===== config.mk =====
export PLATFORM = sky130hd
export DESIGN_NAME = vram_addr_sel
export DESIGN_NICKNAME = d
export VERILOG_FILES = /design/src/vram_bus_pkg.sv /design/src/raster_pkg.sv /design/src/vram_addr_sel.sv
export SDC_FILE = /design/constraint.sdc
export NUM_CORES = 1
export LEC_CHECK = 0
export BUFFER_PORTS_ARGS = -buffer_cell sky130_fd_sc_hd__buf_2
export CORE_MARGIN = 2
export CORE_UTILIZATION = 36
export CTS_CLUSTER_DIAMETER = 40
export DETAILED_ROUTE_END_ITERATION = 7
export PLACE_DENSITY = 0.95
export SLEW_MARGIN = 25
export SYNTH_ARGS = -nofsm -noshare
export SYNTH_HDL_FRONTEND = slang
export SYNTH_SLANG_ARGS = --single-unit

===== constraint.sdc =====
create_clock -name clk -period 2.1 [get_ports clk]
set_input_delay 0.105 -clock clk [delete_from_list [all_inputs] [get_ports clk]]
set_output_delay 0.105 -clock clk [all_outputs]
set_load 0.1 [all_outputs]

===== src/vram_bus_pkg.sv =====
// CPU side and video RAM bus types; slot codes follow the clock generator's 2-bit order
package vram_bus_pkg;

	localparam int word_w = 16;
	localparam int addr_w = 13;
	localparam int vram_depth = 1 << addr_w; // 8K words

	typedef logic [word_w-1:0] vram_word_t;
	typedef logic [addr_w-1:0] vram_addr_t;
	typedef logic [2:0] mpbs_t; // Motion picture bank select

	// Slot code from the clock generator
	typedef enum logic [1:0] {
		slot_cpu    = 2'd0,
		slot_alpha  = 2'd1,
		slot_motion = 2'd2,
		slot_pf     = 2'd3
	} slot_t;

	typedef struct packed {
		logic snd_reset_n; // Bit 7, low holds sound in reset
		logic tb_test;
		mpbs_t mpbs;
		logic pp19;
		logic tb_reset_n; // Low holds trackball in reset
		logic alpha_bank; // Bit 0
	} ctrl_reg_t;

	typedef struct packed {
		logic wr;
		logic rd;
		vram_addr_t addr;
		vram_word_t wdata;
	} cpu_req_t;

endpackage


===== src/raster_pkg.sv =====
// Raster, scroll and fetch result types; the fetch tag needs vram_bus_pkg compiled first
package raster_pkg;

	localparam int raster_w = 8;
	localparam int scroll_w = 9;
	localparam int fine_w = 3; // Scroll bits below the tile row
	localparam int tile_w = 6;

	typedef logic [raster_w-1:0] raster_t; // Line or column count
	typedef logic [scroll_w-1:0] scroll_t;
	typedef logic [scroll_w-fine_w-1:0] pf_row_t; // Scroll bits 8 to 3
	typedef logic [tile_w-1:0] pf_col_t;
	typedef logic [tile_w-1:0] mo_link_t;

	// Playfield tile code as latched from the fetched word
	typedef struct packed {
		logic hflip; // Word bit 15
		logic pp18; // Word bit 14
		logic [tile_w-1:0] pp_hi; // Word bits 5 to 0
	} pf_code_t;

	// Rides along with each RAM read so the result finds its owner
	typedef struct packed {
		logic valid;
		vram_bus_pkg::slot_t slot;
	} fetch_tag_t;

endpackage


===== src/vram_addr_sel.sv =====
// Combinational slot address mux; the motion link is frozen at the start of each motion run
`timescale 1ns/1ns

module vram_addr_sel (
	input logic clk,
	input logic reset,
	input vram_bus_pkg::slot_t slot,
	input vram_bus_pkg::cpu_req_t req,
	input vram_bus_pkg::mpbs_t mpbs,
	input raster_pkg::raster_t v_count,
	input raster_pkg::raster_t h_count,
	input logic mo_4hdl,
	input logic h01_n,
	input raster_pkg::pf_row_t pf_row,
	input raster_pkg::pf_col_t pf_col,
	input raster_pkg::mo_link_t mo_link,
	output vram_bus_pkg::vram_addr_t addr,
	output logic we,
	output vram_bus_pkg::vram_word_t wdata,
	output raster_pkg::fetch_tag_t tag
);

	logic in_motion; // Previous cycle was a motion slot
	raster_pkg::mo_link_t link_held;
	raster_pkg::mo_link_t link_use;

	// Fresh link on the first motion cycle, held after that so a returning fetch
	// cannot move the address in the middle of the slot
	assign link_use = in_motion ? link_held : mo_link;

	always_ff @(posedge clk) begin
		if (reset) begin
			in_motion <= 1'b0;
			link_held <= '0;
		end else begin
			in_motion <= (slot == vram_bus_pkg::slot_motion);
			if ((slot == vram_bus_pkg::slot_motion) && !in_motion)
				link_held <= mo_link;
		end
	end

	always_comb begin
		case (slot)
			vram_bus_pkg::slot_alpha: addr = {2'b11, v_count[7:3], h_count[7:2]};
			vram_bus_pkg::slot_motion: addr = {2'b10, mpbs, mo_4hdl, h01_n, link_use};
			vram_bus_pkg::slot_pf: addr = {1'b0, pf_row, pf_col};
			default: addr = req.addr; // CPU slot
		endcase
	end

	assign we = (slot == vram_bus_pkg::slot_cpu) && req.wr;
	assign wdata = req.wdata;
	assign tag.valid = (slot != vram_bus_pkg::slot_cpu) || req.wr || req.rd;
	assign tag.slot = slot;

endmodule


# Word-level counts from Yosys, hierarchy flattened
# Index checks and enable logic that the tools add are counted.
[word_totals] register_bits=7 latch_bits=0 mem_bits_rw=0 romBits=0 in_bits=74 out_inout_bits=33 elab_cells=14 n_memories=0
[classes] n_addsub=0 mul=0 div=0 magnitude_cmp=0 n_eq_ne=3 shift=0 n_mux=2 n_bitwise=0 n_reduce_logical=7
[op_table] operator="case mux 13 bit (3 select lines)" count=1
[op_table] operator="two-way mux 6 bit" count=1
[op_table] operator="equality test 2 bit, second input constant" count=2
[op_table] operator="equality test 2 x 1 -> 1 bit, second input constant" count=1
[op_table] operator="logical AND 1 bit" count=2
[op_table] operator="zero test 2 bit" count=1
[op_table] operator="logical OR 1 bit" count=2
[op_table] operator="nonzero test 2 bit" count=1
[op_table] operator="zero test 1 bit" count=1

# Longest topological paths before layout
[logic_depth] ltp_word=3 ltp_mapped=6 depth_no_buf=5

# Worst setup path after synthesis
# OpenSTA, ideal clock, no wires.
[synth_path] path_kind="input to output" start="in slot[0]" end="out addr[11]" arrival_time_ns=2.821 required_ns=1.995 setup_slack_ns=-0.826 path_stages=5 n_path_buf=2 path_cell_list="inv_1 -> ha_1 -> buf_4 -> buf_2 -> o21ai_0"
[synth_via] elab_chain_cells=2
[synth_rtl] item="start: declaration" line_no="vram_addr_sel.sv:7" source="input vram_bus_pkg::slot_t slot,"
[synth_rtl] item="equality test 2 bit or equality test 2 x 1 -> 1 bit (tied branches)" line_no="vram_addr_sel.sv:43" source="case (slot)"
[synth_rtl] item="case mux 13 bit (3 select lines) *" line_no="vram_addr_sel.sv:43"
[synth_rtl] item="end: declaration" line_no="vram_addr_sel.sv:17" source="output vram_bus_pkg::vram_addr_t addr,"
# Mark *: on every way between the ends. The rest lies on a longest branch, timed or not.

# Worst setup path after layout
[layout_path] start="reg in_motion" end="out addr[5]"
[layout_via] elab_chain_cells=2
[layout_rtl] item="start: declaration" line_no="vram_addr_sel.sv:23" source="logic in_motion;"
[layout_rtl] item="start signal: assignment" line_no="vram_addr_sel.sv:36" source="in_motion <= (slot == vram_bus_pkg::slot_motion);"
[layout_rtl] item="two-way mux 6 bit" line_no="vram_addr_sel.sv:29" source="assign link_use = in_motion ? link_held : mo_link;"
[layout_rtl] item="case mux 13 bit (3 select lines)" line_no="vram_addr_sel.sv:43"
# Every way passes these cells.

==> run metrics <==
Ant. Diodes 0; Synth Area per Inst roughly 8.5 um2; maxcap violations 0; dpl ws between 0.4 and 0.5 ns; YS warnings 0; Post-CTS Setup Bufs 0; mean routed wirelength per cell 13.4 um; number of H-tree levels 1; die area about 2900 um2; clk sinks 7; critical path startpoint category flop; drt via density 4.95; skew final roughly 0.0012 ns; Final #Nets 235; first drt pass iteration count 6; period utilisation layout 0.811; cts hold-fix bufs 0; vias in the first global route roughly 850; synthesized flop and latch total 7; syn_nets approximately 180; DRT antenna net count 0; unrepaired setup endpoints after global routing no; Die X 53.9 um; initial antenna violation count 0; CTS tree built; Worst Hold Depth 2; placement row count 18; Achievable Freq just under 0.6 GHz; Synth Cell Area 896 um2; clock latency on the worst-skew pair about 0.25 ns; Post-Synthesis Cells approximately 110; core area around 2400 um2; Worst Path Max Fanout 7; DRC 0; placed instance area ~1300 um2; Power Density 592 nW/um2; Die Span Y 53.9 um; leakage between 0.6 and 0.7 nW; Design Area, Final 1300 um2; initial DRC count 32; gr ovfl total 0; clock root buffer clkbuf_4; WL final roughly 2.5 mm; most common cell after layout, fill and taps aside buf_2; fin crit period roughly 1.7 ns; # fillers between 200 and 250; share of cells above drive strength 1 0.529; post-route insts no fill 185; post-DP HPWL roughly 2.0 mm; Yosys cell types 18; worst-margin pin slew slightly below 0.5 ns; I/O Buffers 69; status completed; GRT Resource Usage Total 0.172; Cells after DPL 181; worst vdd ir 0.402 mV; total power around 770 uW; Worst Path Required 2.00 ns; global-route wire length before repair roughly 3.5 mm; Via Count a little over 900; # setup viols final 0; critical path class flop to output port; Syn-to-layout area delta 45.4%; Ports ~110; clock-pin slew on the worst setup and hold paths about 0.050 ns; most frequent cells in the layout buf_2 (57), inv_1 (13), a21oi_1 (13); Post-CTS Resized 0; initial core utilization 0.372; largest net degree at the start of global routing 15; Hold WC Path Type primary input to flop; WHS about 0.11 ns; Final Max Slew Viols 0; reg2reg path depth 3; gpl congestion slightly below 0.7; fin worst setup slack 0.397 ns; Fin. Hold Viols 0; Rel. slew slack 0.678; clk buf depth 2; CTS buffer count 3; Seq/Total Area, Yosys 0.156; Critical Path AT 1.60 ns; crit end category output port
-- layer usage --
layer / GRT usage / wire length (um) / part of all wire
met1: 0.162 / 908 / 0.37
met2: 0.343 / 1360 / 0.55
met3: 0.0361 / 182 / 0.074
met4: 0.0812 / 18 / 0.0073
met5: 0 / 0 / 0
-- report_power, final --
group	switching [mW]	internal, mW
logic	0.319	0.186
clock network	0.0482	0.0724
registers	0.00542	0.139
-- per-stage QoR --
| step | util | TNS (ns) |
|---|---|---|
| final | 0.540 | 0 |
| after detailed placement | 0.530 | 0 |
| after CTS | 0.540 | 0 |
| after global placement | 0.530 | 0 |
| after floorplan | - | -2.11 |
| after global routing | 0.540 | 0 |
-- state kept, by name, summed over array words and instances, names as in the netlist --
signal and count:
in_motion 1, link_held 6
-- synthesized netlist by cell type --
| library cell | instances | area [um2] |
|---|---|---|
| a21oi_1 | 13 | 65.1 |
| a221o_1 | 6 | 60.1 |
| a222oi_1 | 5 | 50.1 |
| and2_1 | 1 | 6.26 |
| buf_2 | 2 | 10.0 |
| buf_4 | 19 | 143 |
| buf_6 | 4 | 45.0 |
| dfxtp_1 | 7 | 140 |
| ha_1 | 5 | 62.6 |
| inv_1 | 13 | 48.8 |
| mux2_2 | 1 | 11.3 |
| mux2_4 | 6 | 90.1 |
| mux2i_1 | 11 | 110 |
| nand2_1 | 2 | 7.51 |
| nor2_1 | 7 | 26.3 |
| nor2b_1 | 1 | 6.26 |
| nor2b_2 | 1 | 8.76 |
| o21ai_0 | 1 | 5.00 |
-- worst max-delay path, stage by stage (launching register included) --
cell     delay [ns]
dfxtp_1        0.57
mux2_4         0.34
a21oi_1        0.15
a21oi_1        0.09
buf_12         0.20
-- cells by family after synthesis --
family,synth area share
simple gates,0.0615
fa+ha+maj,0.0698
compound gates,0.201
flops,0.156
buf+inv,0.275
mux,0.236
-- area by class of cell --
type                       count  area [um2]  share of cell area
timing repair buffer          71         541               0.415
tap                           30        37.5              0.0288
multi-input combinational     60         509               0.391
sequential                     7         140               0.108
inverter                      13        48.8              0.0375
clock buffer                   4        26.3              0.0202
-- final timing paths --
check	from	end	slack (ns)
worst max-delay path	in_motion	addr[5]	0.40
worst min-delay path	reset	in_motion	0.11
worst max register to register	in_motion	link_held[3]	0.86
worst min register to register	link_held[4]	link_held[4]	0.50
Power figures use the tool's default switching activity.
