**src/vram_bus_pkg.sv**
```systemverilog
// CPU side and video RAM bus types; slot codes follow the clock generator's 2-bit order
package vram_bus_pkg;

	localparam int word_w = 16;
	localparam int addr_w = 13;
	localparam int vram_depth = 1 << addr_w; // 8K words

	typedef logic [word_w-1:0] vram_word_t;
	typedef logic [addr_w-1:0] vram_addr_t;
	typedef logic [2:0] mpbs_t; // Motion picture bank select

	// Slot code from the clock generator
	typedef enum logic [1:0] {
		slot_cpu    = 2'd0,
		slot_alpha  = 2'd1,
		slot_motion = 2'd2,
		slot_pf     = 2'd3
	} slot_t;

	typedef struct packed {
		logic snd_reset_n; // Bit 7, low holds sound in reset
		logic tb_test;
		mpbs_t mpbs;
		logic pp19;
		logic tb_reset_n; // Low holds trackball in reset
		logic alpha_bank; // Bit 0
	} ctrl_reg_t;

	typedef struct packed {
		logic wr;
		logic rd;
		vram_addr_t addr;
		vram_word_t wdata;
	} cpu_req_t;

endpackage

```
**src/raster_pkg.sv**
```systemverilog
// Raster, scroll and fetch result types; the fetch tag needs vram_bus_pkg compiled first
package raster_pkg;

	localparam int raster_w = 8;
	localparam int scroll_w = 9;
	localparam int fine_w = 3; // Scroll bits below the tile row
	localparam int tile_w = 6;

	typedef logic [raster_w-1:0] raster_t; // Line or column count
	typedef logic [scroll_w-1:0] scroll_t;
	typedef logic [scroll_w-fine_w-1:0] pf_row_t; // Scroll bits 8 to 3
	typedef logic [tile_w-1:0] pf_col_t;
	typedef logic [tile_w-1:0] mo_link_t;

	// Playfield tile code as latched from the fetched word
	typedef struct packed {
		logic hflip; // Word bit 15
		logic pp18; // Word bit 14
		logic [tile_w-1:0] pp_hi; // Word bits 5 to 0
	} pf_code_t;

	// Rides along with each RAM read so the result finds its owner
	typedef struct packed {
		logic valid;
		vram_bus_pkg::slot_t slot;
	} fetch_tag_t;

endpackage

```
**src/cpu_vram_port.sv**
```systemverilog
// One pending CPU access only, a new strobe overwrites it; read data returns 2 cycles after issue
`timescale 1ns/1ns

module cpu_vram_port (
	input logic clk,
	input logic reset,
	input logic cpu_wr,
	input logic cpu_rd,
	input logic misc_wr,
	input vram_bus_pkg::vram_addr_t cpu_addr,
	input vram_bus_pkg::vram_word_t cpu_wdata,
	input vram_bus_pkg::slot_t slot,
	input raster_pkg::fetch_tag_t ret_tag,
	input vram_bus_pkg::vram_word_t ret_data,
	output vram_bus_pkg::cpu_req_t req,
	output vram_bus_pkg::ctrl_reg_t ctrl,
	output vram_bus_pkg::vram_word_t cpu_rdata,
	output logic cpu_rd_done
);

	logic issue; // Pending access goes to the RAM this cycle
	logic rd_issued; // Last issued access was a read
	logic rd_return;

	assign issue = (slot == vram_bus_pkg::slot_cpu) && (req.wr || req.rd);
	assign rd_return = rd_issued && ret_tag.valid && (ret_tag.slot == vram_bus_pkg::slot_cpu);

	always_ff @(posedge clk) begin
		if (reset) begin
			req <= '0;
			rd_issued <= 1'b0;
			cpu_rd_done <= 1'b0;
			ctrl <= '0; // Sound and trackball held in reset
		end else begin
			if (cpu_wr || cpu_rd) begin
				// Write wins if both strobes arrive together
				req <= '{wr: cpu_wr, rd: cpu_rd & ~cpu_wr, addr: cpu_addr, wdata: cpu_wdata};
			end else if (issue) begin
				req <= '0;
			end
			rd_issued <= issue && req.rd;
			cpu_rd_done <= rd_return;
			if (misc_wr)
				ctrl <= cpu_wdata[7:0];
		end
	end

	// Read data register
	always_ff @(posedge clk) begin
		if (rd_return)
			cpu_rdata <= ret_data;
	end

endmodule

```
**config.mk**
```make
export PLATFORM = sky130hd
export DESIGN_NAME = cpu_vram_port
export DESIGN_NICKNAME = d
export VERILOG_FILES = /design/src/vram_bus_pkg.sv /design/src/raster_pkg.sv /design/src/cpu_vram_port.sv
export SDC_FILE = /design/constraint.sdc
export NUM_CORES = 1
export LEC_CHECK = 0
export ABC_AREA = 0
export BUFFER_PORTS_ARGS = -buffer_cell sky130_fd_sc_hd__buf_2
export CORE_UTILIZATION = 47
export CTS_CLUSTER_SIZE = 8
export DETAILED_ROUTE_END_ITERATION = 10
export PLACE_DENSITY = 0.81
export SYNTH_ARGS = -nofsm -noshare
export SYNTH_HDL_FRONTEND = slang
export SYNTH_SLANG_ARGS = --single-unit
```
**constraint.sdc**
```tcl
create_clock -name clk -period 2.9 [get_ports clk]
set_input_delay 0 -clock clk [delete_from_list [all_inputs] [get_ports clk]]
set_output_delay 0 -clock clk [all_outputs]
set_load 0.05 [all_outputs]
```
* Yosys cells after proc, flatten, opt, wreduce, memory -nomap -nowiden
Cells that the tools add are included.
** Cells by class
- Muxes and demuxes :: 2
- Bitwise operators :: 2
- Reductions and logical operators :: 9
** Operators with widths (number)
- 2-to-1 mux 31 bit :: 2
- logical AND 1 bit :: 4
- zero test 2 bit :: 2
- logical OR 1 bit :: 2
- nonzero test 2 bit :: 1
- AND 1 bit :: 1
- inverter 1 bit :: 1
** Word-level totals
- Flip-flop bits (word level) :: 57
- Bits of input ports :: 55
- Output and inout port bits :: 56
- Logic and storage cells :: 26

* Logic depth before layout (Yosys ltp)
- Depth in word-level cells :: 4
- Gate-level depth with buffers :: 5
- Mapped depth without buffers :: 3

* Worst setup path after synthesis
No wires, ideal clock.
- Path kind :: reg2reg
- Start :: register rd_issued
- End :: register cpu_rdata[0], enable pin
- Setup time :: 0.409 ns
- Arrival :: 1.480 ns
- Required time :: 2.491 ns
- Setup slack :: 1.011 ns
- Stages on the path, launching flop included :: 3
- Path buffers :: 0
- Period minus slack after synthesis :: 1.889 ns
- Cell sequence :: dfxtp_1 -> nand2_1 -> nor3_1
** On the way
- Word-level cells in the longest chain between the ends :: 2
** RTL lines
- start: declaration :: RTL line cpu_vram_port.sv:22 : logic rd_issued;
- start signal: assignment :: RTL line cpu_vram_port.sv:41 : rd_issued <= issue && req.rd;
- logical AND 1 bit (2 in series) :: RTL line cpu_vram_port.sv:26 : assign rd_return = rd_issued && ret_tag.valid && (ret_tag.slot == vram_bus_pkg::slot_cpu);
- net rd_return :: RTL line cpu_vram_port.sv:23 : logic rd_return;
- end signal: assignment :: RTL line cpu_vram_port.sv:51 : cpu_rdata <= ret_data;
- end: declaration :: RTL line cpu_vram_port.sv:17 : output vram_bus_pkg::vram_word_t cpu_rdata,
The timed path passes the listed nets, and every way through them passes these cells.
A chain may end at the register's enable or synchronous reset.

* Final worst setup path
- Start :: input port ret_tag[1] (netlist name)
- End :: register cpu_rdata[7], enable pin
** On the way
- Word-level cells in the longest chain between the ends :: 2
** RTL lines
- start: declaration :: RTL line cpu_vram_port.sv:13 : input raster_pkg::fetch_tag_t ret_tag,
- zero test 2 bit :: RTL line cpu_vram_port.sv:26
- logical AND 1 bit :: RTL line cpu_vram_port.sv:26
- net rd_return :: RTL line cpu_vram_port.sv:23
The timed path passes the listed nets, and every way through them passes these cells.

==> impl_metrics.toml <==
[pwr]
vdd_ir_drop_max_uv = 333
total_leakage_power_uw = 0.00153
p_per_area_mw_per_mm2 = 545

[routing]
wl_per_cell_um = 15.2
vias = 2099
drt-met1-wl_um = 2460
first_pass_iters = 4
wl_met3_um = 416
wirelength_um = 6250
drt_iter0_drc = 80
drcViolationCount = 0
top_layer_used = "met4"
vias_per_cell = 5.09
ant_nets = 0
wl_met2_um = 3300

[die]
fp.dieW_um = 72.4
start_util_pct = 49.1
die-area_mm2 = 0.00525
core_area_mm2 = 0.00475
io_pins = 111
fp-row-count = 25
fp.dieH_um = 72.4

[place]
dpl.hpwl_um = 3440
place.gp.congestion = 0.696
place_area_mm2 = 0.00281
io_buffers = 110

[critical_path]
arrival_ns = 1.60
crit_end = "cpu_rdata[7]$_DFFE_PP_"
cp_max_fo = 16
r2r-start = "rd_issued$_SDFF_PP0_"
worst_setup_path_end_kind = "flip-flop"
path_class = "input port to flip-flop"
r2r-end = "cpu_rdata[7]$_DFFE_PP_"
cp.required_ns = 2.83
rrSetupSlack_ns = 1.26
cp-start-kind = "input port"
reg2regPathDepth = 2
crit_start = "ret_tag[1]"

[global_route]
grt_usage_pct = 24.6
overflow = 0
grt_max_degree = 42
grt_pass1_vias = 2097
grt_pass1_wl_um = 9730
antenna_found_initial = 0

[sta]
hold_viol = 0
fin_crit_sh_pct = 57.5
final.setup_skew_ns = 0.00614
rsz0062_at_grt = "no"
fin_hold_ws_ns = 0.106
setup_viol = 0
worst_pin_slew_ns = 1.13
setup-tns-final_ns = 0
slew-limit-headroom_pct = 24.4
drv_slew = 0
fin_crit_ns = 1.67
max_freq_ghz = 0.600

[run_status]
outcome = "finished, final reports clean"

[clock_network]
cts.sinks = 57
clockRootBuffer = "clkbuf_8"
worst_skew_pair.late_latency_ns = 0.32
h-tree-depth = 3
numCtsBuffers = 9
path_clk_slew_ns = 0.06
cts_tree = "done"
cts_resized = 0
clockBufferDepth = 2

[finish]
drive_gt1_share_pct = 48.1
final_net_count = 395
post-route-util_pct = 72.8
diodes = 0
area_growth_syn_to_layout_pct = 48.4
stdcell_area_mm2 = 0.00346
fillers = 339

[logic_synthesis]
syn_inst = 194
yosysUniqueCellTypes = 24
ys_seq_elements = 57
synth-seq-area-share_pct = 55.8
synth_ff_type = "dfxtp_1"
avgSynthCellArea_um2 = 12.0
async_flop_share_pct = 0
syn_nets = 249
synth_edf_count = 16
ys_warn_count = 0
synth_area_mm2 = 0.00233

[flow_run]
cap_violations = 0

[worst_hold_path]
min_path_type = "input port to flip-flop"
holdCritStartpoint = "misc_wr"
-- Yosys cell counts, types with 2 or more instances --
cell type | number | area (µm²)
dfxtp_1 | 41 | 821
buf_6 | 3 | 33.8
o211ai_1 | 2 | 15.0
a21oi_1 | 20 | 100
clkbuf_1 | 10 | 37.5
buf_12 | 3 | 60.1
o21ai_0 | 29 | 145
mux2i_1 | 8 | 80.1
buf_4 | 2 | 15.0
nor2_2 | 2 | 12.5
edfxtp_1 | 16 | 480
buf_2 | 2 | 10.0
nor3_1 | 2 | 10.0
a21oi_2 | 10 | 87.6
nor2_1 | 9 | 33.8
o211ai_2 | 27 | 338
-- placed cells by master, fill, tap and decap left out --
cell,count
buf_2,110
dlygate4sd3_1,47
dfxtp_1,41
o21ai_0,29
o211ai_2,27
a21oi_1,20
edfxtp_1,16
clkbuf_8,12
a21oi_2,10
nor2_1,9
mux2i_1,8
clkinv_2,3
nor2_4,2
o211ai_1,2
nand2_1,1
nor3_2,1
or2_2,1
inv_1,1
a31oi_1,1
nor3_1,1
nor4_1,1
nor3b_1,1
clkbuf_1,1
-- cell type report --
type	instances	area (µm²)	share of cell area, %
clock buffers	13	169	4.88
clock inverters	3	15.0	0.434
inverters	1	3.75	0.108
multi-input cells	114	867	25.1
flip-flops and latches	57	1300	37.6
well taps	67	83.8	2.42
repair buffers	157	1020	29.5
-- flip-flops by register name (all words and copies together), names as in the netlist --
name and count:
rd_issued 1, ctrl 8, cpu_rdata 16, cpu_rd_done 1, req 31
-- worst min-delay path by stage --
stage,slack (ns),cells after the start,end
final,0.11,3,ctrl[0]$_SDFFE_PP0P_
after global routing,0.10,3,ctrl[3]$_SDFFE_PP0P_
after CTS,0.09,3,ctrl[0]$_SDFFE_PP0P_
after detailed placement,0.18,1,cpu_rdata[13]$_DFFE_PP_
after global placement,0.18,1,cpu_rdata[5]$_DFFE_PP_
after floorplan,0.08,1,cpu_rd_done$_SDFF_PP0_
-- per-layer routing --
metal  track usage, %  up-vias
li1                 -     1011
met1             27.6      982
met2             43.5      100
met3             6.25        6
met4             11.8        0
met5                0        -
-- power by group --
group | total, µW | switching [µW] | internal (µW) | leakage, µW
Sequential | 875 | 22.8 | 852 | 0.000483
Combinational | 351 | 231 | 120 | 0.000952
Clock | 662 | 286 | 376 | 0.0000992
-- logic make-up (layout without fill, tap and decap cells) --
kind of cell,after synthesis,count (layout),synth area share [%]
and+or+nand+nor,17,17,3.43
buffers and inverters,23,174,7.67
AOI/OAI and AO/OA,89,89,29.7
DFF,57,57,55.8
muxes,8,8,3.43
-- through the flow --
step | cells | setup WS (ns) | power [µW]
2_1_floorplan | 194 | 1.01 | 1120
3_3_place_gp | 349 | 1.36 | 1190
3_5_place_dp | 349 | 1.28 | 1190
4_1_cts | 412 | 1.27 | 1900
5_1_grt | 412 | 1.15 | 1960
6_report | 412 | 1.23 | 1890
-- worst max-delay path, cell delays in order --
cell and delay, ns:
dlygate4sd3_1 0.55, buf_2 0.14, nor3_2 0.91
-- timing repair --
item,4_1_cts,5_1_grt
hold buffers,47,0
endpoints found under the hold margin,54,0
setup buffers,0,0
Note: power is estimated with default switching activity, not from simulation.
