File: src/vram_bus_pkg.sv
// CPU side and video RAM bus types; slot codes follow the clock generator's 2-bit order
package vram_bus_pkg;

	localparam int word_w = 16;
	localparam int addr_w = 13;
	localparam int vram_depth = 1 << addr_w; // 8K words

	typedef logic [word_w-1:0] vram_word_t;
	typedef logic [addr_w-1:0] vram_addr_t;
	typedef logic [2:0] mpbs_t; // Motion picture bank select

	// Slot code from the clock generator
	typedef enum logic [1:0] {
		slot_cpu    = 2'd0,
		slot_alpha  = 2'd1,
		slot_motion = 2'd2,
		slot_pf     = 2'd3
	} slot_t;

	typedef struct packed {
		logic snd_reset_n; // Bit 7, low holds sound in reset
		logic tb_test;
		mpbs_t mpbs;
		logic pp19;
		logic tb_reset_n; // Low holds trackball in reset
		logic alpha_bank; // Bit 0
	} ctrl_reg_t;

	typedef struct packed {
		logic wr;
		logic rd;
		vram_addr_t addr;
		vram_word_t wdata;
	} cpu_req_t;

endpackage

File: src/raster_pkg.sv
// Raster, scroll and fetch result types; the fetch tag needs vram_bus_pkg compiled first
package raster_pkg;

	localparam int raster_w = 8;
	localparam int scroll_w = 9;
	localparam int fine_w = 3; // Scroll bits below the tile row
	localparam int tile_w = 6;

	typedef logic [raster_w-1:0] raster_t; // Line or column count
	typedef logic [scroll_w-1:0] scroll_t;
	typedef logic [scroll_w-fine_w-1:0] pf_row_t; // Scroll bits 8 to 3
	typedef logic [tile_w-1:0] pf_col_t;
	typedef logic [tile_w-1:0] mo_link_t;

	// Playfield tile code as latched from the fetched word
	typedef struct packed {
		logic hflip; // Word bit 15
		logic pp18; // Word bit 14
		logic [tile_w-1:0] pp_hi; // Word bits 5 to 0
	} pf_code_t;

	// Rides along with each RAM read so the result finds its owner
	typedef struct packed {
		logic valid;
		vram_bus_pkg::slot_t slot;
	} fetch_tag_t;

endpackage

File: src/fetch_latch.sv
// Steers each returned fetch to its slot's register; cpu returns are left to the CPU port
`timescale 1ns/1ns

module fetch_latch (
	input logic clk,
	input logic reset,
	input vram_bus_pkg::vram_word_t rdata,
	input raster_pkg::fetch_tag_t rtag,
	output vram_bus_pkg::vram_word_t alpha_word,
	output logic alpha_valid,
	output raster_pkg::mo_link_t mo_link,
	output raster_pkg::pf_code_t pf_code
);

	logic take_alpha;

	assign take_alpha = rtag.valid && (rtag.slot == vram_bus_pkg::slot_alpha);

	always_ff @(posedge clk) begin
		if (reset) begin
			alpha_valid <= 1'b0;
			mo_link <= '0;
			pf_code <= '0;
		end else begin
			alpha_valid <= take_alpha; // One pulse per alpha fetch
			if (rtag.valid && (rtag.slot == vram_bus_pkg::slot_motion))
				mo_link <= rdata[5:0]; // Next link in the motion chain
			if (rtag.valid && (rtag.slot == vram_bus_pkg::slot_pf))
				pf_code <= '{hflip: rdata[15], pp18: rdata[14], pp_hi: rdata[5:0]};
		end
	end

	// Alpha character word
	always_ff @(posedge clk) begin
		if (take_alpha)
			alpha_word <= rdata;
	end

endmodule

File: config.mk
export PLATFORM = sky130hd
export DESIGN_NAME = fetch_latch
export DESIGN_NICKNAME = d
export VERILOG_FILES = /design/src/vram_bus_pkg.sv /design/src/raster_pkg.sv /design/src/fetch_latch.sv
export SDC_FILE = /design/constraint.sdc
export NUM_CORES = 1
export LEC_CHECK = 0
export ABC_AREA = 1
export CORE_MARGIN = 2
export CORE_UTILIZATION = 55
export CTS_CLUSTER_SIZE = 14
export DETAILED_ROUTE_END_ITERATION = 7
export DONT_BUFFER_PORTS = 1
export PLACE_DENSITY_LB_ADDON = 0.1
export SYNTH_ARGS = -nofsm -noshare
export SYNTH_HDL_FRONTEND = slang
export SYNTH_SLANG_ARGS = --single-unit
File: constraint.sdc
create_clock -name clk -period 2.1 [get_ports clk]
set_input_delay 0.105 -clock clk [delete_from_list [all_inputs] [get_ports clk]]
set_output_delay 0.105 -clock clk [all_outputs]
set_load 0.01 [all_outputs]
# ---- Word-level counts from Yosys, hierarchy flattened
# Index checks and enable logic that the tools add are counted.
dict set report classes {
  reduce_logical 3
  n_eq_ne 3
}
# cell count
set op_table {}
lappend op_table {{$eq 2x2->1 const B} 2}
lappend op_table {{$logic_and 1x1->1} 3}
lappend op_table {{$eq 2x1->1 const B} 1}
dict set report word_totals {
  output_inout_bits 31
  reg_bits 31
  word_cells 12
  in_bits 21
}

# ---- Longest topological paths before layout
# Gate-level depths: netlist of run 1.
dict set report depth {
  ltp_word 2
  mapped_depth 6
}

# ---- Worst setup path after synthesis of run 1
# OpenSTA, ideal clock, no wires.
dict set report synth_path {
  path_kind {in2reg}
  startpoint {input port rtag[2] (netlist name)}
  endpoint {register alpha_word[0], enable pin}
  n_path_buf 0
  required_ps 1711
  arrival_time_ps 859
  slack_ps 853
  cell_stages 2
  cell_sequence {nand2_1 > nor2_1}
}
dict set report synth_between {
  elab_chain_len 1
}
# element line_no
set synth_lines {}
lappend synth_lines {{from (decl)} fetch_latch.sv:8} ;# input raster_pkg::fetch_tag_t rtag,
lappend synth_lines {{$logic_and 1x1->1} fetch_latch.sv:17} ;# assign take_alpha = rtag.valid && (rtag.slot == vram_bus_pkg::slot_alpha);
lappend synth_lines {{via take_alpha} fetch_latch.sv:15} ;# logic take_alpha;
lappend synth_lines {{to (signal assigned)} fetch_latch.sv:36} ;# alpha_word <= rdata;
lappend synth_lines {{to (decl)} fetch_latch.sv:9} ;# output vram_bus_pkg::vram_word_t alpha_word,
# The timed path passes the listed nets, and every way through them passes these cells.
# A chain may end at the register's enable or synchronous reset.

# ---- Worst setup path in the final report of run 1
dict set report layout_path {
  startpoint {input port reset}
  endpoint {register alpha_valid}
}
# element line_no
set layout_lines {}
lappend layout_lines {{from (decl)} fetch_latch.sv:6} ;# input logic reset,
lappend layout_lines {{to (signal assigned)} fetch_latch.sv:25} ;# alpha_valid <= take_alpha;
lappend layout_lines {{to (decl)} fetch_latch.sv:10} ;# output logic alpha_valid,
# No word-level cell between the ends.

==> metrics.txt, run 1 <==
vias 765; Root Driver clkbuf_4; Nets 155; Antenna Cells 0; setup TNS 0 ns; Setup Crit Path Kind in -> reg; Starting Density 57.2%; post-route antenna net violation count 0; sequential area share after synthesis 71.0%; Max IR drop VDD 576 uV; GP Congestion 0.674; dpl cells 136; GRT Total Usage 20.0%; Die Y-Extent 48.7 um; CP max FO 2; Slew Viols, Final 0; Clock Skew 0 ns; Mapped Cells 111; share of layout cells above drive strength 1 5.19%; hold_ws 0.155 ns; Starting DRT DRC Count 11; area share of the largest cell type after synthesis 43.7%; CP required 2.37 ns; Fin. Hold Viols 0; Syn. warnings 0; total grt overflow 0; clk sinks 31; post-detailed-route wirelength per cell 12.5 um; TritonRoute pass-1 iters 4; Synth cell types 10; Core ar. 1920 um2; Pleak 0.000600 uW; I/O pin count 52; top cells by area, synth edfxtp_1, dfxtp_1, nand2_1; Hold Crit Class in -> reg; Rows 16; max cap viols 0; count of final setup violators 0; Cell Count, Final, Fillers Out 162; # resized after CTS 0; Clock Latency Late Sink 0.32 ns; final period utilization 52.2%; Vias per Instance 4.72; vias in the first global route 732; status complete, no violations; #FFs+latches synth 31; syn_nets 132; r2r startpoint pf_code[1]$_SDFFE_PP0P_; syn avg cell area 9.91 um2; Setup crit start reset; Worst Path Arrival 1.36 ns; buffer depth of the longest clock path 2; CTS tree yes; Post-synth ARST share 0%; initial antenna violation count 0; Final min period 1.10 ns; most area-hungry cell type in the Yosys netlist edfxtp_1; Fmax 0.913 GHz; # port buffers 0; HPWL after DPL 1260 um; CTS HTree Levels 2; Post-CTS Hold Buffers 18; pwr dens 797 nW/um2; setup bufs post-CTS 0; Rel. slew slack 71.3%; Die W 48.7 um; Worst Min Path Start reset; Post-synth top cells nand2_1, nor2_1, edfxtp_1, inv_1, dfxtp_1; Synth Flop Type edfxtp_1; die area 2370 um2; RSZ-0062 raised after global routing no; worst-margin pin slew 0.429 ns; DR DRC count 0; largest net degree at the start of global routing 17; wirelength, routed 2030 um; clock transition at the registers of the reported paths 0.09 ns; Post-Syn Area 1100 um2; CTS buffer count 5; startpoint type of the worst setup path primary input; CP Capture Type flip-flop; Post-synth EDFFs 16; Area growth syn-to-layout 22.6%; global-route wire length before repair 3380 um
==> registers in the layout, summed over array words and instances, names as in the netlist <==
name and cells:
alpha_word 16, pf_code 8, mo_link 6, alpha_valid 1
==> cells in the final DEF, fill, tap and decap left out <==
cell	n
buf_4	1
clkbuf_1	1
clkbuf_4	5
clkinv_1	2
dfxtp_1	15
dlygate4sd3_1	18
edfxtp_1	16
inv_1	16
nand2_1	29
nand3_1	1
nand3_2	1
nor2_1	29
nor3_1	1
==> metrics by stage <==
step                      power [uW]  setup WS [ns]  utilization (%)  instance area (um2)
after global routing            1140          0.995             70.2                 1350
after CTS                       1090           1.04             70.2                 1350
after detailed placement         756           1.25             58.3                 1120
after floorplan                  746          0.853                -                 1100
final                           1070           1.00             70.2                 1350
after global placement           752           1.30             58.3                 1120
==> where the power goes <==
group / internal, uW / switching, uW / total [uW] / leakage [uW]
sequential: 668 / 28.0 / 696 / 0.000270
combinational: 36.2 / 39.5 / 75.7 / 0.000303
clock: 124 / 180 / 303 / 0.0000273
==> cell type report <==
type	instances	area [um2]
Sequential cell	31	781
Fill cell	165	573
Multi-Input combinational cell	61	238
Timing Repair Buffer	19	188
Inverter	16	60.1
Clock buffer	6	41.3
Tap cell	27	33.8
Clock inverter	2	7.51
==> logic make-up (layout without fill, tap and decap cells) <==
logic type,Yosys count,after routing,synth area share [%]
and+or+nand+nor,61,61,21.6
DFF,31,31,71.0
buffers and inverters,19,43,7.39
==> critical path: stages <==
cell	delay, ns
dlygate4sd3_1	0.55
nor3_1	0.15
dlygate4sd3_1	0.55
==> layer usage <==
layer / part of all wire (%) / global-route usage (%)
met5: 0 / 0
met4: 2.9 / 11.9
met3: 7.1 / 10.8
met2: 47 / 29.2
met1: 43 / 23.2
==> path summary, 6_finish.rpt <==
| kind | end | slack [ns] | depth (start not counted) |
|---|---|---|---|
| worst max register to register | pf_code[1]$_SDFFE_PP0P_ | 1.38 | 4 |
| worst min-delay path | pf_code[7]$_SDFFE_PP0P_ | 0.15 | 3 |
| worst max-delay path | alpha_valid$_SDFF_PP0_ | 1.00 | 3 |
| worst min register to register | mo_link[5]$_SDFFE_PP0P_ | 0.56 | 4 |
No activity file was read; power rests on OpenSTA's default activity.
==> run 2: changes to the inputs <==
--- a/config.mk
+++ b/config.mk
@@ -5,9 +5,9 @@
 export SDC_FILE = /design/constraint.sdc
 export NUM_CORES = 1
 export LEC_CHECK = 0
-export ABC_AREA = 1
+export ABC_AREA = 0
 export CORE_MARGIN = 2
-export CORE_UTILIZATION = 55
+export CORE_UTILIZATION = 53
 export CTS_CLUSTER_SIZE = 14
 export DETAILED_ROUTE_END_ITERATION = 7
 export DONT_BUFFER_PORTS = 1
==> constraint.sdc (replaced) <==
create_clock -name clk -period 1 [get_ports clk]
set_input_delay 0.05 -clock clk [delete_from_list [all_inputs] [get_ports clk]]
set_output_delay 0.05 -clock clk [all_outputs]
set_load 0.01 [all_outputs]
==> run 2 against run 1 <==
Against the previous run: the run now ends with negative hold slack left; global-route usage shrank 1.0 points; clock-buffer cell count grew 2; final cell count shrank 22%; largest cell class unchanged; non-clock buffer count shrank 1.
==> metrics.txt, run 2 <==
CP endpoint alpha_word[12] (was alpha_valid$_SDFF_PP0_); clock transition at the registers of the reported paths 0.09 ns (about the same); status complete, but fails checks (was complete, no violations); syn_nets 98 (was 132); r2r endpoint pf_code[5]$_SDFFE_PP0P_ (was pf_code[1]$_SDFFE_PP0P_); Setup Crit Path Kind reg -> out (was in -> reg); Largest register FFs 16 (unchanged); DR DRC count 0 (unchanged); Rows 16 (unchanged); setup bufs post-CTS 0 (unchanged); adder-cell share of the synthesized area 0% (unchanged); setup ws final 0.188 ns (was 1.00 ns); Rel. slew slack 75.8% (was 71.3%); I/O pin count 52 (unchanged); hold_ws -0.0920 ns (was 0.155 ns); GRT Total Usage 19.0% (was 20.0%); Setup crit start alpha_word[12]$_DFFE_PP_ (was reset); Post-synth EDFFs 16 (unchanged); worst r2r path cells 2 (was 4); largest family of logic cells by synthesized area simple AND/OR/NAND/NOR gates (unchanged); Synth cell types 13 (was 10); commonest non-fill, non-tap cell in the layout nand2b_1; wirelength, routed 2020 um (was 2030 um); #FFs+latches synth 31 (unchanged); Post-Syn Area 1120 um2 (was 1100 um2); startpoint type of the worst setup path flip-flop (was primary input); pwr dens 1620 nW/um2 (was 797 nW/um2); Die W 49.9 um (was 48.7 um); Hold Crit Class in -> reg (unchanged); # resized after CTS 0 (unchanged); total grt overflow 0 (unchanged); Starting Density 56.4% (was 57.2%); buffer depth of the longest clock path 2 (unchanged); failing checks negative hold slack; Clock Skew 0 ns (unchanged); Post-synth top cells nand2b_1, edfxtp_1, dfxtp_1 (was nand2_1, nor2_1, edfxtp_1, inv_1, dfxtp_1); GP Congestion 0.662 (was 0.674); worst-margin pin slew 0.362 ns (was 0.429 ns); Starting DRT DRC Count 9 (was 11); most frequent cells in the layout nand2b_1, dlygate4sd3_1, edfxtp_1, dfxtp_1, mux2i_1 (was nor2_1, nand2_1, dlygate4sd3_1, inv_1, edfxtp_1); vias in the first global route 679 (was 732); vias 636 (was 765); share of layout cells above drive strength 1 7.00% (was 5.19%); Nets 120 (was 155); Largest Register alpha_word (unchanged); Synth Area in Compound Gates 0% (unchanged); global-route wire length before repair 3310 um (was 3380 um); Syn. warnings 0 (unchanged); count of final setup violators 0 (unchanged); Final min period 0.812 ns; Pleak 0.000512 uW (was 0.000600 uW); post-synthesis mux area share 12.5% (was 0%); Cell Count, Final, Fillers Out 127 (was 162); CP required 0.95 ns (was 2.37 ns); Root Driver clkbuf_4 (unchanged); biggest regs alpha_word x16, pf_code x8, mo_link x6 (unchanged); HPWL after DPL 1310 um (was 1260 um); worst reg-to-reg setup slack 0.33 ns (was 1.38 ns); Place WS 0.276 ns (was 1.25 ns); Fin. Hold Viols 14 (was 0); Die Y-Extent 49.9 um (was 48.7 um); # port buffers 0 (unchanged); top cells by area, synth edfxtp_1, dfxtp_1, mux2i_1 (was edfxtp_1, dfxtp_1, nand2_1); largest net degree at the start of global routing 24 (was 17); # fillers 142 (was 165); CTS buffer count 5 (unchanged); CP Capture Type primary output (was flip-flop); initial antenna violation count 0 (unchanged); max cap viols 0 (unchanged); post-detailed-route wirelength per cell 15.9 um (was 12.5 um); CTS HTree Levels 2 (unchanged); Fmax 1.23 GHz; most area-hungry cell type in the Yosys netlist edfxtp_1 (unchanged); Post-synth ARST share 0% (unchanged); Core ar. 1980 um2 (was 1920 um2); RSZ-0062 raised after global routing no (unchanged); Slew Viols, Final 0 (unchanged); CP max FO 1 (was 2); Area growth syn-to-layout 23.0% (was 22.6%); Mapped Cells 77 (was 111); Antenna Cells 0 (unchanged); setup TNS 0 ns (unchanged); xor/xnor share of the synthesized area 0% (unchanged); Worst Path Arrival 0.76 ns (was 1.36 ns); most numerous cell in the Yosys netlist nand2b_1; Clock Latency Late Sink 0.31 ns (was 0.32 ns); TritonRoute pass-1 iters 4 (unchanged); area post-placement 1150 um2 (was 1120 um2); sequential area share after synthesis 69.9% (was 71.0%); syn avg cell area 14.5 um2 (was 9.91 um2); die area 2490 um2 (was 2370 um2); Levels on crit path 0 (was 3); Vias per Instance 5.01 (was 4.72); Synth Flop Type edfxtp_1 (unchanged); dpl cells 102 (was 136); post-route antenna net violation count 0 (unchanged); finished layout cell area 1370 um2 (was 1350 um2); r2r startpoint pf_code[5]$_SDFFE_PP0P_ (was pf_code[1]$_SDFFE_PP0P_); CTS tree yes (unchanged); Max IR drop VDD 1120 uV (was 576 uV); Simple-Gate Fraction of Synth Area 15.9% (was 21.6%); area share of the largest cell type after synthesis 43.0% (was 43.7%); clk sinks 31 (unchanged); final period utilization 81.2%; Post-CTS Hold Buffers 17 (was 18)
==> run 2: logic make-up (layout without fill, tap and decap cells) <==
| kind of cell | after synthesis | after routing |
|---|---|---|
| and+or+nand+nor | 29 | 29 |
| muxes | 14 | 14 |
| buffers and inverters | 3 | 26 |
| DFF | 31 | 31 |
==> run 2: layout make-up <==
type | instances | area, um2 | area share [%]
Sequential cell | 31 | 781 | 56.8
Multi-Input combinational cell | 43 | 320 | 23.3
Timing Repair Buffer | 18 | 190 | 13.8
Clock buffer | 8 | 48.8 | 3.55
Tap cell | 27 | 33.8 | 2.46
==> run 2: worst min-delay path by stage <==
| stage | startpoint | to | depth (start not counted) |
|---|---|---|---|
| after global routing | reset | mo_link[4]$_SDFFE_PP0P_ | 2 |
| after floorplan | rtag[1] | alpha_valid$_SDFF_PP0_ | 1 |
| after detailed placement | reset | alpha_valid$_SDFF_PP0_ | 1 |
| after global placement | reset | alpha_valid$_SDFF_PP0_ | 1 |
| final | reset | pf_code[7]$_SDFFE_PP0P_ | 2 |
| after CTS | reset | pf_code[7]$_SDFFE_PP0P_ | 2 |
==> run 2: power breakdown <==
group          internal (uW)  switching [uW]
Sequential              1390            49.3
Clock                    280             368
Combinational           88.2            51.9
==> run 2: layer usage <==
layer | vias up | GRT usage (%) | wire, um | share of wire (%)
li1 | 312 | - | - | -
met1 | 283 | 21.4 | 798 | 39
met2 | 36 | 30.2 | 1020 | 50
met3 | 5 | 7.58 | 162 | 8.0
met4 | 0 | 11.1 | 42 | 2.1
met5 | - | 0 | 0 | 0
==> run 2: metrics by stage <==
step           hold slack (ns)  utilization [%]  power [uW]
2_1_floorplan            0.129                -        1540
3_3_place_gp             0.140             58.3        1550
3_5_place_dp             0.131             58.3        1550
4_1_cts                 -0.106             69.3        2270
5_1_grt                 -0.104             69.3        2350
6_report               -0.0920             69.3        2230
