`src/vram_bus_pkg.sv`:
```
// CPU side and video RAM bus types; slot codes follow the clock generator's 2-bit order
package vram_bus_pkg;

	localparam int word_w = 16;
	localparam int addr_w = 13;
	localparam int vram_depth = 1 << addr_w; // 8K words

	typedef logic [word_w-1:0] vram_word_t;
	typedef logic [addr_w-1:0] vram_addr_t;
	typedef logic [2:0] mpbs_t; // Motion picture bank select

	// Slot code from the clock generator
	typedef enum logic [1:0] {
		slot_cpu    = 2'd0,
		slot_alpha  = 2'd1,
		slot_motion = 2'd2,
		slot_pf     = 2'd3
	} slot_t;

	typedef struct packed {
		logic snd_reset_n; // Bit 7, low holds sound in reset
		logic tb_test;
		mpbs_t mpbs;
		logic pp19;
		logic tb_reset_n; // Low holds trackball in reset
		logic alpha_bank; // Bit 0
	} ctrl_reg_t;

	typedef struct packed {
		logic wr;
		logic rd;
		vram_addr_t addr;
		vram_word_t wdata;
	} cpu_req_t;

endpackage

```
`src/raster_pkg.sv`:
```
// Raster, scroll and fetch result types; the fetch tag needs vram_bus_pkg compiled first
package raster_pkg;

	localparam int raster_w = 8;
	localparam int scroll_w = 9;
	localparam int fine_w = 3; // Scroll bits below the tile row
	localparam int tile_w = 6;

	typedef logic [raster_w-1:0] raster_t; // Line or column count
	typedef logic [scroll_w-1:0] scroll_t;
	typedef logic [scroll_w-fine_w-1:0] pf_row_t; // Scroll bits 8 to 3
	typedef logic [tile_w-1:0] pf_col_t;
	typedef logic [tile_w-1:0] mo_link_t;

	// Playfield tile code as latched from the fetched word
	typedef struct packed {
		logic hflip; // Word bit 15
		logic pp18; // Word bit 14
		logic [tile_w-1:0] pp_hi; // Word bits 5 to 0
	} pf_code_t;

	// Rides along with each RAM read so the result finds its owner
	typedef struct packed {
		logic valid;
		vram_bus_pkg::slot_t slot;
	} fetch_tag_t;

endpackage

```
`src/pf_vscroll.sv`:
```
// Playfield vertical scroll, load has priority over the line step and the count wraps at 512
`timescale 1ns/1ns

module pf_vscroll (
	input logic clk,
	input logic reset,
	input logic vscroll_ld,
	input raster_pkg::scroll_t load_value,
	input logic hsync_pulse,
	input logic vblank_n,
	output raster_pkg::pf_row_t pf_row,
	output logic [2:0] pp_fine
);

	raster_pkg::scroll_t count;
	logic step;

	// Only visible lines advance the scroll
	assign step = hsync_pulse && vblank_n;

	always_ff @(posedge clk) begin
		if (reset) begin
			count <= '0;
		end else if (vscroll_ld) begin
			count <= load_value;
		end else if (step) begin
			count <= count + 1'b1; // Natural 9-bit wrap
		end
	end

	// Row selects the tile, fine bits go to the picture pipe
	assign pf_row = count[8:3];
	assign pp_fine = count[2:0];

endmodule

```
`config.mk`:
```
export PLATFORM = sky130hd
export DESIGN_NAME = pf_vscroll
export DESIGN_NICKNAME = d
export VERILOG_FILES = /design/src/vram_bus_pkg.sv /design/src/raster_pkg.sv /design/src/pf_vscroll.sv
export SDC_FILE = /design/constraint.sdc
export NUM_CORES = 1
export LEC_CHECK = 0
export ABC_CLOCK_PERIOD_IN_PS = 2180
export BUFFER_PORTS_ARGS = -buffer_cell sky130_fd_sc_hd__buf_2
export CAP_MARGIN = 20
export CORE_AREA = 2 2 42 44
export CTS_BUF_LIST = sky130_fd_sc_hd__clkbuf_16
export CTS_CLUSTER_SIZE = 24
export DETAILED_ROUTE_END_ITERATION = 7
export DIE_AREA = 0 0 44 46
export PLACE_DENSITY_LB_ADDON = 0.25
export SYNTH_ARGS = -nofsm -noshare
export SYNTH_HDL_FRONTEND = slang
export SYNTH_SLANG_ARGS = --single-unit
```
`constraint.sdc`:
```
create_clock -name clk -period 2.18 [get_ports clk]
set_input_delay 0.327 -clock clk [delete_from_list [all_inputs] [get_ports clk]]
set_output_delay 0.327 -clock clk [all_outputs]
set_load 0.03 [all_outputs]
```
# Word-level counts from Yosys, hierarchy flattened
# Index checks and enable logic that the tools add are counted.
# classes
n_mux,2
n_reduce_logical,2
add_sub_neg,1
# ops
cell,n
$mux 9,2
$add 9x1->9 const B,1
$reduce_bool 2->1,1
$logic_and 1x1->1,1
# word_totals
register_bits,9
in_bits,14

# Depth between registers and ports, before layout
# Gate-level depths: netlist of run 1.
# depth
ltp_word,3
depth_mapped,4
depth_no_buf,4

# Worst setup path after synthesis of run 1
# Ideal clock, no wire load.
# synth_timing
path_type,flip-flop to flip-flop
start,reg count[0]
end,reg count[6]
path_stages_with_launch,5
arrival_ns,1.448
setup_time_ns,0.091
n_path_buf,0
setup_slack_ns,0.641
synth_period_minus_slack_ns,1.539
cell_sequence,dfxtp_1 > ha_1 > nand3_2 > or3_1 > a311oi_1
# synth_via
elab_chain_cells,3
# synth_rtl
element,line_no,rtl
"start, declared",pf_vscroll.sv:15,raster_pkg::scroll_t count;
"start signal, assigned",pf_vscroll.sv:25,count <= load_value;
"start signal, assigned",pf_vscroll.sv:27,count <= count + 1'b1;
$add 9x1->9,pf_vscroll.sv:27,
$mux 9,pf_vscroll.sv:26,end else if (step) begin
$mux 9,pf_vscroll.sv:24,end else if (vscroll_ld) begin
# Every way passes these cells. The select of a mux whose other input is x is not followed.
# A chain may end at the register's enable or synchronous reset.

# Worst setup path after layout of run 1
# Ends and elaborated chain as after synthesis.

==> results.cfg, run 1 <==
[outcome]
status = finished, final reports clean

[logic_synthesis]
netlist_instances = 61
yosysWarnings = 0
yosys.area_share.simple_pct = 28.57
post-synth-top-count-cell = dfxtp_1
synth_compound_area_share_pct = 26.63
synth_mux_area_share_pct = 0
netlist.area_leader.share_pct = 34.87
synth_edf_count = 0
synthAdderAreaFrac_pct = 2.421
synthFlopType = dfxtp_1
yosysTopAreaCell = dfxtp_1
synth-seq-area-share_pct = 34.87
ys_ff_latch = 9
synth_top_family_by_area = simple AND/OR/NAND/NOR gates
ys_top_cells_by_area = dfxtp_1 (35%), a311oi_1 (5.1%), nand3_1 (3.9%)
synth_fp_nets = 76
syn-cell-area_um2 = 516.7
synth_xor_area_share_pct = 3.390
ys_async_sr_fraction_pct = 0
synth_common_cells = dfxtp_1 (9), nor2_1 (5), nand3_1 (4), o21ai_0 (4)
synth_area_per_cell_um2 = 8.471
ys_types = 26

[cells_and_area]
top_register = count
area_growth_pct = 38.74
layoutNonFillerInstCount = 102
largest_reg_flops = 9
antenna_cells = 0
layout-drive-gt1-share_pct = 35.29
num-nets-final = 101
top_regs = count: 9 flops
final_area_um2 = 716.9

[timing]
fin_crit_sh_pct = 63.86
grt_setup_unrepaired = no
finalCriticalPeriod_ps = 1392
tns_ps = 0
tightest_slew_ps = 443.1
setup_viol = 0
hold_violations = 0
worst_slew_margin_rel_pct = 70.43
fmax_ghz = 0.7183
skew_ps = 1.682
final_max_slew_viol_count = 0

[floorplan]
die_y_um = 46
core_um2 = 1614
row_count = 15
start_util_pct = 32.02
ios = 23
die_w_um = 44
die-area_um2 = 2024

[power]
ir_drop_mv = 0.4598
p_leak_nw = 0.3040
p_sw_w = 0.0001432
p_per_area_nw_per_um2 = 826.1
power_frac_comb_pct = 14.5
power_frac_clock_pct = 53.2
p_total_w = 0.0005923
seqPwrFrac_pct = 32.3
p_sw_share_pct = 24.18
p_int_w = 0.0004491

[critical_path]
start_kind = register
worstPathRequired_ps = 2320
r2r-end = count[6]
rr_startpoint = count[0]
critPathKind = reg2reg
end_kind = register
crit_fanout = 5
cp.arrival_ps = 1530
r2r_slack_ps = 790
ff2ff_path_depth = 4

[flow_run]
cap_viol_max_count = 0

[place]
dp_cells = 98
io_buffers = 22
routabilityCongestion = 0.7895
dp_hpwl_um = 967.5
placed_area_um2 = 638.1

[clock_network]
cts_setup_buffers = 0
ctsRootBufferMaster = clkbuf_16
cts.sinks = 9
postCtsHoldBufs = 0
clockBufferDepth = 2
cts_htree_levels = 1
clkLatencyLatePin_ps = 230
path_clk_slew_ps = 40
cts_tree = yes
cts_resized = 0
cts_made_buffers = 3

[routing]
met1_length_um = 582
drtIter0Drc = 8
dr.max_layer_used = met4
dr_wl_met2_um = 588
wl_per_cell_um = 12.38
drt_first_pass_iters = 4
met3WireLength_um = 82
drc = 0
finalWirelength_mm = 1.263
antenna_left = 0
vias_per_cell = 5.539
dr_total_vias = 565

[hold_path]
hp-start = vscroll_ld
min_to = count[3]
min_path_type = in2reg
holdPathStages = 2

[global_routing]
antenna_found_initial = 0
grt_max_degree = 16
grt_pass1_vias = 474
grt_pass1_wl_mm = 2.042
grtUsageTotal_pct = 14.18
grt-ovfl-total = 0
## cell type report
class / count / area [um2]
fill: 172 / 897.1
multi-input combinational: 47 / 315.3
sequential: 9 / 180.2
timing repair buffer: 22 / 110.1
clock buffer: 3 / 75.07
tap: 17 / 21.27
inverter: 3 / 11.26
clock inverter: 1 / 3.754
## worst max-delay path by stage
stage,cells past startpoint,startpoint,endpoint
final,4,count[0],count[6]
after global routing,4,count[0],count[6]
after global placement,4,count[0],count[6]
after detailed placement,4,count[0],count[6]
after floorplan,4,count[0],count[6]
after CTS,4,count[0],count[6]
## worst max-delay path, cell delays in order (launching register included)
cell and delay, ps:
dfxtp_1 390, ha_1 210, nand3_2 110, or3_1 360
a311oi_1 240
## routing by layer
metal	GRT usage [%]	up-vias
met5	0	-
met4	5.455	0
met3	6.349	2
met2	21.18	16
met1	17.81	265
li1	-	282
## power by group through the flow
stage,sequential (W),clock [W],combinational [W]
2_1_floorplan,0.000215,0,0.0000327
3_3_place_gp,0.000194,0,0.0000867
3_5_place_dp,0.000194,0,0.0000867
4_1_cts,0.000192,0.000326,0.0000869
5_1_grt,0.000194,0.000334,0.0000951
6_report,0.000191,0.000315,0.0000858
## layout by cell type (no fill, tap or decap), types with 2 or more instances in the layout
master	count
clkbuf_16	3
a311oi_1	3
or2_2	2
a31oi_1	3
buf_2	22
nand2b_1	2
and2_1	2
o21ai_0	4
a211oi_1	2
inv_1	4
o211ai_1	2
nand2_1	3
or3_1	3
nand3_1	4
nor2_1	5
o221ai_1	2
dfxtp_1	9
## cells by family (layout without fill, tap and decap cells)
family,after synthesis,in the layout
AO/OA/AOI/OAI,19,19
XOR/XNOR,2,2
adder cells (fa/ha/maj),1,1
buffers and inverters,5,29
flip-flops,9,9
AND/OR/NAND/NOR,25,25
## stage by stage
| step | utilization (%) | worst slack [ps] | hold slack (ps) |
|---|---|---|---|
| floorplan | - | 641.2 | 438.2 |
| global placement | 39.53 | 843.6 | 514.4 |
| detailed placement | 39.53 | 797.8 | 521.7 |
| CTS | 44.42 | 762.3 | 350.2 |
| global route | 44.42 | 636.5 | 375.1 |
| finish | 44.42 | 787.8 | 354.3 |
No activity file was read; power rests on OpenSTA's default activity.
==> inputs of run 2 (changes only) <==
--- a/config.mk
+++ b/config.mk
@@ -5,7 +5,7 @@
 export SDC_FILE = /design/constraint.sdc
 export NUM_CORES = 1
 export LEC_CHECK = 0
-export ABC_CLOCK_PERIOD_IN_PS = 2180
+export ABC_CLOCK_PERIOD_IN_PS = 1200
 export BUFFER_PORTS_ARGS = -buffer_cell sky130_fd_sc_hd__buf_2
 export CAP_MARGIN = 20
 export CORE_AREA = 2 2 42 44
==> constraint.sdc (replaced) <==
create_clock -name clk -period 1.2 [get_ports clk]
set_input_delay 0.18 -clock clk [delete_from_list [all_inputs] [get_ports clk]]
set_output_delay 0.18 -clock clk [all_outputs]
set_load 0.03 [all_outputs]
==> run 2 against run 1 <==
  * The run now ends with setup timing left
  * Total power up 90%
  * Critical path depth unchanged
  * Sequential power up 84%
  * Highest routed layer unchanged
  * Global-route usage up 1.2 points
  * Clock skew about the same
==> results.cfg, run 2 (synthesis results as in run 1) <==
[routing]
antenna_left = 0
wl_per_cell_um = 13.25
vias_per_cell = 5.467
drtIter0Drc = 5
drt_first_pass_iters = 4
finalWirelength_mm = 1.418
dr_total_vias = 585
drc = 0

[power]
p_leak_nw = 0.3369
power_frac_comb_pct = 16.8
p_sw_w = 0.0002897
p_sw_share_pct = 25.73
p_per_area_nw_per_um2 = 1351
p_int_w = 0.0008363
power_frac_clock_pct = 52.0
seqPwrFrac_pct = 31.2
ir_drop_mv = 0.5362

[critical_path]
ff2ff_path_depth = 4
crit_path_cell_trace = ha_4, nand3_4, or3_4, a311oi_2
critical_path_buf_inv_count = 0
rr_startpoint = count[1]
crit_slowest_cell = dfxtp_4
crit_fanout = 5
end_kind = register
critPathKind = reg2reg
cp.arrival_ps = 1380
worstPathRequired_ps = 1340
start_kind = register
r2r-end = count[4]
r2r_slack_ps = -40
max_stage_delay_ps = 360
cp_top_family = simple AND/OR/NAND/NOR gates

[place]
routabilityCongestion = 0.7608
dp_hpwl_um = 987.9
dp_cells = 101
io_buffers = 22
placed_area_um2 = 700.7

[clock_network]
postCtsHoldBufs = 0
clockBufferDepth = 2
cts.sinks = 9
path_clk_slew_ps = 40
cts_made_buffers = 3
cts_htree_levels = 1
cts_tree = yes
ctsRootBufferMaster = clkbuf_16
clkLatencyLatePin_ps = 230

[timing]
tns_ps = -42.73
grt_setup_unrepaired = yes
skew_ps = 1.952
tightest_slew_ps = 215.2
fin_crit_sh_pct = 103.6
worst_slew_margin_rel_pct = 85.50
finalCriticalPeriod_ps = 1243
fmax_ghz = 0.8047
holdWs_ps = 189.0
hold_violations = 0
setup_viol = 1
final_max_slew_viol_count = 0
setup_ws_ps = -42.73

[cells_and_area]
area_growth_pct = 61.26
layoutNonFillerInstCount = 107
layout_commonest_cell = buf_2
largest_reg_flops = 9
top_regs = count: 9 flops
antenna_cells = 0
fillers = 157
top_register = count
final_cell_mix = buf_2 (22), nor2_1 (5), dfxtp_4 (5), buf_4 (5)
num-nets-final = 106
layout-drive-gt1-share_pct = 52.22
final_area_um2 = 833.3

[outcome]
violations = setup timing
status = finished, violations left

[floorplan]
die_w_um = 44
die_y_um = 46
row_count = 15
ios = 23
start_util_pct = 32.02
core_um2 = 1614
die-area_um2 = 2024

[hold_path]
min_to = count[3]
hp-start = vscroll_ld
holdPathStages = 2
min_path_type = in2reg

[global_routing]
grt_pass1_vias = 515
grt_pass1_wl_mm = 2.235
grt_max_degree = 10
antenna_found_initial = 0
grtUsageTotal_pct = 15.33
grt-ovfl-total = 0

[flow_run]
cap_viol_max_count = 0
run 2: cell types whose count changed in the layout (fill, tap and decap cells not counted), sizes merged:
cell,previous run,this run
buf,22,27
run 2: cell type report:
class | count | area [um2] | area share (%)
sequential | 9 | 200.2 | 24.02
tap | 17 | 21.27 | 2.553
inverter | 3 | 11.26 | 1.351
timing repair buffer | 27 | 147.6 | 17.72
clock buffer | 3 | 75.07 | 9.009
multi-input combinational | 47 | 374.1 | 44.89
clock inverter | 1 | 3.754 | 0.4505
run 2: what timing repair did:
action                                 in CTS  in global routing
pin swaps                                   0                  1
endpoints found under the hold margin       0                  0
setup endpoints to repair                   1                  5
setup buffers                               0                  2
gates resized for setup                     0                  6
run 2: how the worst max path moves through the flow:
stage	startpoint	endpoint	slack [ps]	depth (start not counted)
finish	count[1]	count[4]	-40	4
global route	count[1]	count[4]	-130	4
CTS	count[0]	count[4]	-7	4
detailed placement	count[0]	count[4]	6	4
global placement	count[0]	count[4]	30	4
floorplan	count[1]	count[4]	-10	4
run 2: worst register-to-register path, stage by stage (launching register included):
cell	delay [ps]
dfxtp_4	360
ha_4	140
nand3_4	80
or3_4	330
a311oi_2	230
run 2: through the flow:
stage / power [W] / setup WS, ps / util, %
after floorplan: 0.0004551 / -10.11 / -
final: 0.001126 / -42.73 / 51.63
after global routing: 0.001172 / -130.0 / 51.63
after detailed placement: 0.0005238 / 6.296 / 43.41
after CTS: 0.001116 / -7.430 / 48.29
after global placement: 0.0005226 / 32.66 / 43.41
run 2: power groups by stage:
stage / registers (W) / clock network, W / logic, W
final: 0.000351 / 0.000586 / 0.000189
after global routing: 0.000355 / 0.000610 / 0.000207
after CTS: 0.000349 / 0.000596 / 0.000172
after detailed placement: 0.000354 / 0 / 0.000170
after global placement: 0.000353 / 0 / 0.000170
after floorplan: 0.000393 / 0 / 0.0000622
run 2: routing by layer:
| metal | vias to the layer above | wire (um) | global-route usage [%] |
|---|---|---|---|
| met5 | - | 0 | 0 |
| met4 | 0 | 13 | 10.91 |
| met3 | 2 | 57 | 1.190 |
| met1 | 275 | 607 | 20.67 |
| li1 | 292 | - | - |
| met2 | 16 | 739 | 22.94 |
==> inputs of run 3 (changes only) <==
--- a/config.mk
+++ b/config.mk
@@ -5,15 +5,15 @@
 export SDC_FILE = /design/constraint.sdc
 export NUM_CORES = 1
 export LEC_CHECK = 0
-export ABC_CLOCK_PERIOD_IN_PS = 1200
 export BUFFER_PORTS_ARGS = -buffer_cell sky130_fd_sc_hd__buf_2
-export CAP_MARGIN = 20
+export CAP_MARGIN = 5
 export CORE_AREA = 2 2 42 44
 export CTS_BUF_LIST = sky130_fd_sc_hd__clkbuf_16
 export CTS_CLUSTER_SIZE = 24
 export DETAILED_ROUTE_END_ITERATION = 7
 export DIE_AREA = 0 0 44 46
 export PLACE_DENSITY_LB_ADDON = 0.25
+export REMOVE_ABC_BUFFERS = 1
 export SYNTH_ARGS = -nofsm -noshare
 export SYNTH_HDL_FRONTEND = slang
 export SYNTH_SLANG_ARGS = --single-unit
==> run 3 against run 2 <==
  * Largest power group unchanged
  * Via count rose by 12%
  * Critical path type unchanged
  * Routed wire length rose by 20%
  * The flow still finishes with violations (setup timing)
  * Maximum frequency rose by 1.7%
  * Final cell count rose by 11%
  * Total power rose by 4.1%
==> results.cfg, run 3 (synthesis results as in run 1) <==
[outcome]
status = finished, violations left
violations = setup timing

[global_routing]
antenna_found_initial = 0
grt_max_degree = 10
grt-ovfl-total = 0
grt_pass1_wl_mm = 2.691
grt_pass1_vias = 643
grtUsageTotal_pct = 19.06

[critical_path]
cp.arrival_ps = 1360
start_kind = register
rr_startpoint = count[1]
end_kind = register
critPathKind = reg2reg
crit_start = count[1]
worstPathRequired_ps = 1340
crit_fanout = 3

[clock_network]
clockBufferDepth = 2
ctsRootBufferMaster = clkbuf_16
cts_htree_levels = 1
postCtsHoldBufs = 0
cts.sinks = 9
cts_made_buffers = 3
clkLatencyLatePin_ps = 240
path_clk_slew_ps = 40
cts_tree = yes

[cells_and_area]
num-nets-final = 118
layout_commonest_cell = buf_2
top_regs = count: 9 flops
layoutNonFillerInstCount = 119
top_register = count
antenna_cells = 0
area_growth_pct = 78.93
finish.utilization_pct = 57.29
fillers = 154
largest_reg_flops = 9
layout-drive-gt1-share_pct = 56.86
final_cell_mix = buf_2 (22), buf_4 (14), nor2_1 (5)

[routing]
dr_total_vias = 658
finalWirelength_mm = 1.703
vias_per_cell = 5.529
drt_first_pass_iters = 4
wl_per_cell_um = 14.31
drtIter0Drc = 9
drc = 0
antenna_left = 0

[timing]
grt_setup_unrepaired = yes
worst_slew_margin_rel_pct = 83.73
fin_crit_sh_pct = 101.8
skew_ps = 0.7803
tightest_slew_ps = 242.6
final_max_slew_viol_count = 0
hold_violations = 0
setup_ws_ps = -21.54
setup_viol = 2
fmax_ghz = 0.8186
finalCriticalPeriod_ps = 1222
holdWs_ps = 193.7

[power]
p_per_area_nw_per_um2 = 1267
ir_drop_mv = 0.4972
p_leak_nw = 0.3953

[floorplan]
die_w_um = 44
core_um2 = 1614
ios = 23
start_util_pct = 32.02
die-area_um2 = 2024
row_count = 15
die_y_um = 46

[place]
pre_cts_ws_ps = -136.5
dp_hpwl_mm = 1.201
dp_cells = 109
routabilityCongestion = 0.7716
io_buffers = 22

[hold_path]
min_path_type = in2reg
hp-start = vscroll_ld

[flow_run]
cap_viol_max_count = 0
run 3: path summary, 6_finish.rpt:
check | endpoint | slack (ps) | cells after the start
setup / recovery | count[4] | -20 | 4
hold / removal | count[3] | 190 | 2
setup reg to reg | count[4] | -20 | 4
hold reg to reg | count[5] | 520 | 2
run 3: worst max-delay path, stage by stage, from the launching register on:
cell and delay, ps:
dfxtp_4 360, ha_4 150, nand3_4 60, or3_1 330
a311oi_2 210
run 3: layout make-up:
| type | instances | area, um2 | area share, % |
|---|---|---|---|
| Multi-Input combinational cell | 47 | 371.6 | 40.19 |
| Clock inverter | 1 | 3.754 | 0.4060 |
| Sequential cell | 9 | 192.7 | 20.84 |
| Inverter | 3 | 11.26 | 1.218 |
| Clock buffer | 3 | 75.07 | 8.119 |
| Timing Repair Buffer | 39 | 249.0 | 26.93 |
| Tap cell | 17 | 21.27 | 2.300 |
run 3: power by group:
group,internal (W),total [W],switching [W],leakage [nW]
registers,0.000324,0.000350,0.0000266,0.0771
logic,0.000102,0.000224,0.000122,0.276
clock network,0.000437,0.000597,0.000160,0.0423
run 3: stage by stage:
step | cell area [um2] | power [W] | TNS [ps]
2_1_floorplan | 506.7 | 0.0004450 | -1258
4_1_cts | 884.6 | 0.001177 | -22.04
3_3_place_gp | 720.7 | 0.0005366 | -25.11
3_5_place_dp | 720.7 | 0.0005413 | -287.8
5_1_grt | 924.6 | 0.001220 | -299.9
6_report | 924.6 | 0.001172 | -27.30
run 3: repair_timing:
item                                    CTS  global route
resized for setup                        13             7
hold endpoints to repair                  0             0
endpoints found under the setup margin    5             8
buffers inserted                          4             2
pin swaps                                 7             7
run 3: layer usage:
layer | global-route usage (%) | vias up | share of wire (%)
met3 | 5.952 | 7 | 6.2
met5 | 0 | - | 0
met4 | 10.91 | 0 | 2.6
met2 | 33.24 | 25 | 49
met1 | 20.24 | 308 | 42
li1 | - | 318 | -
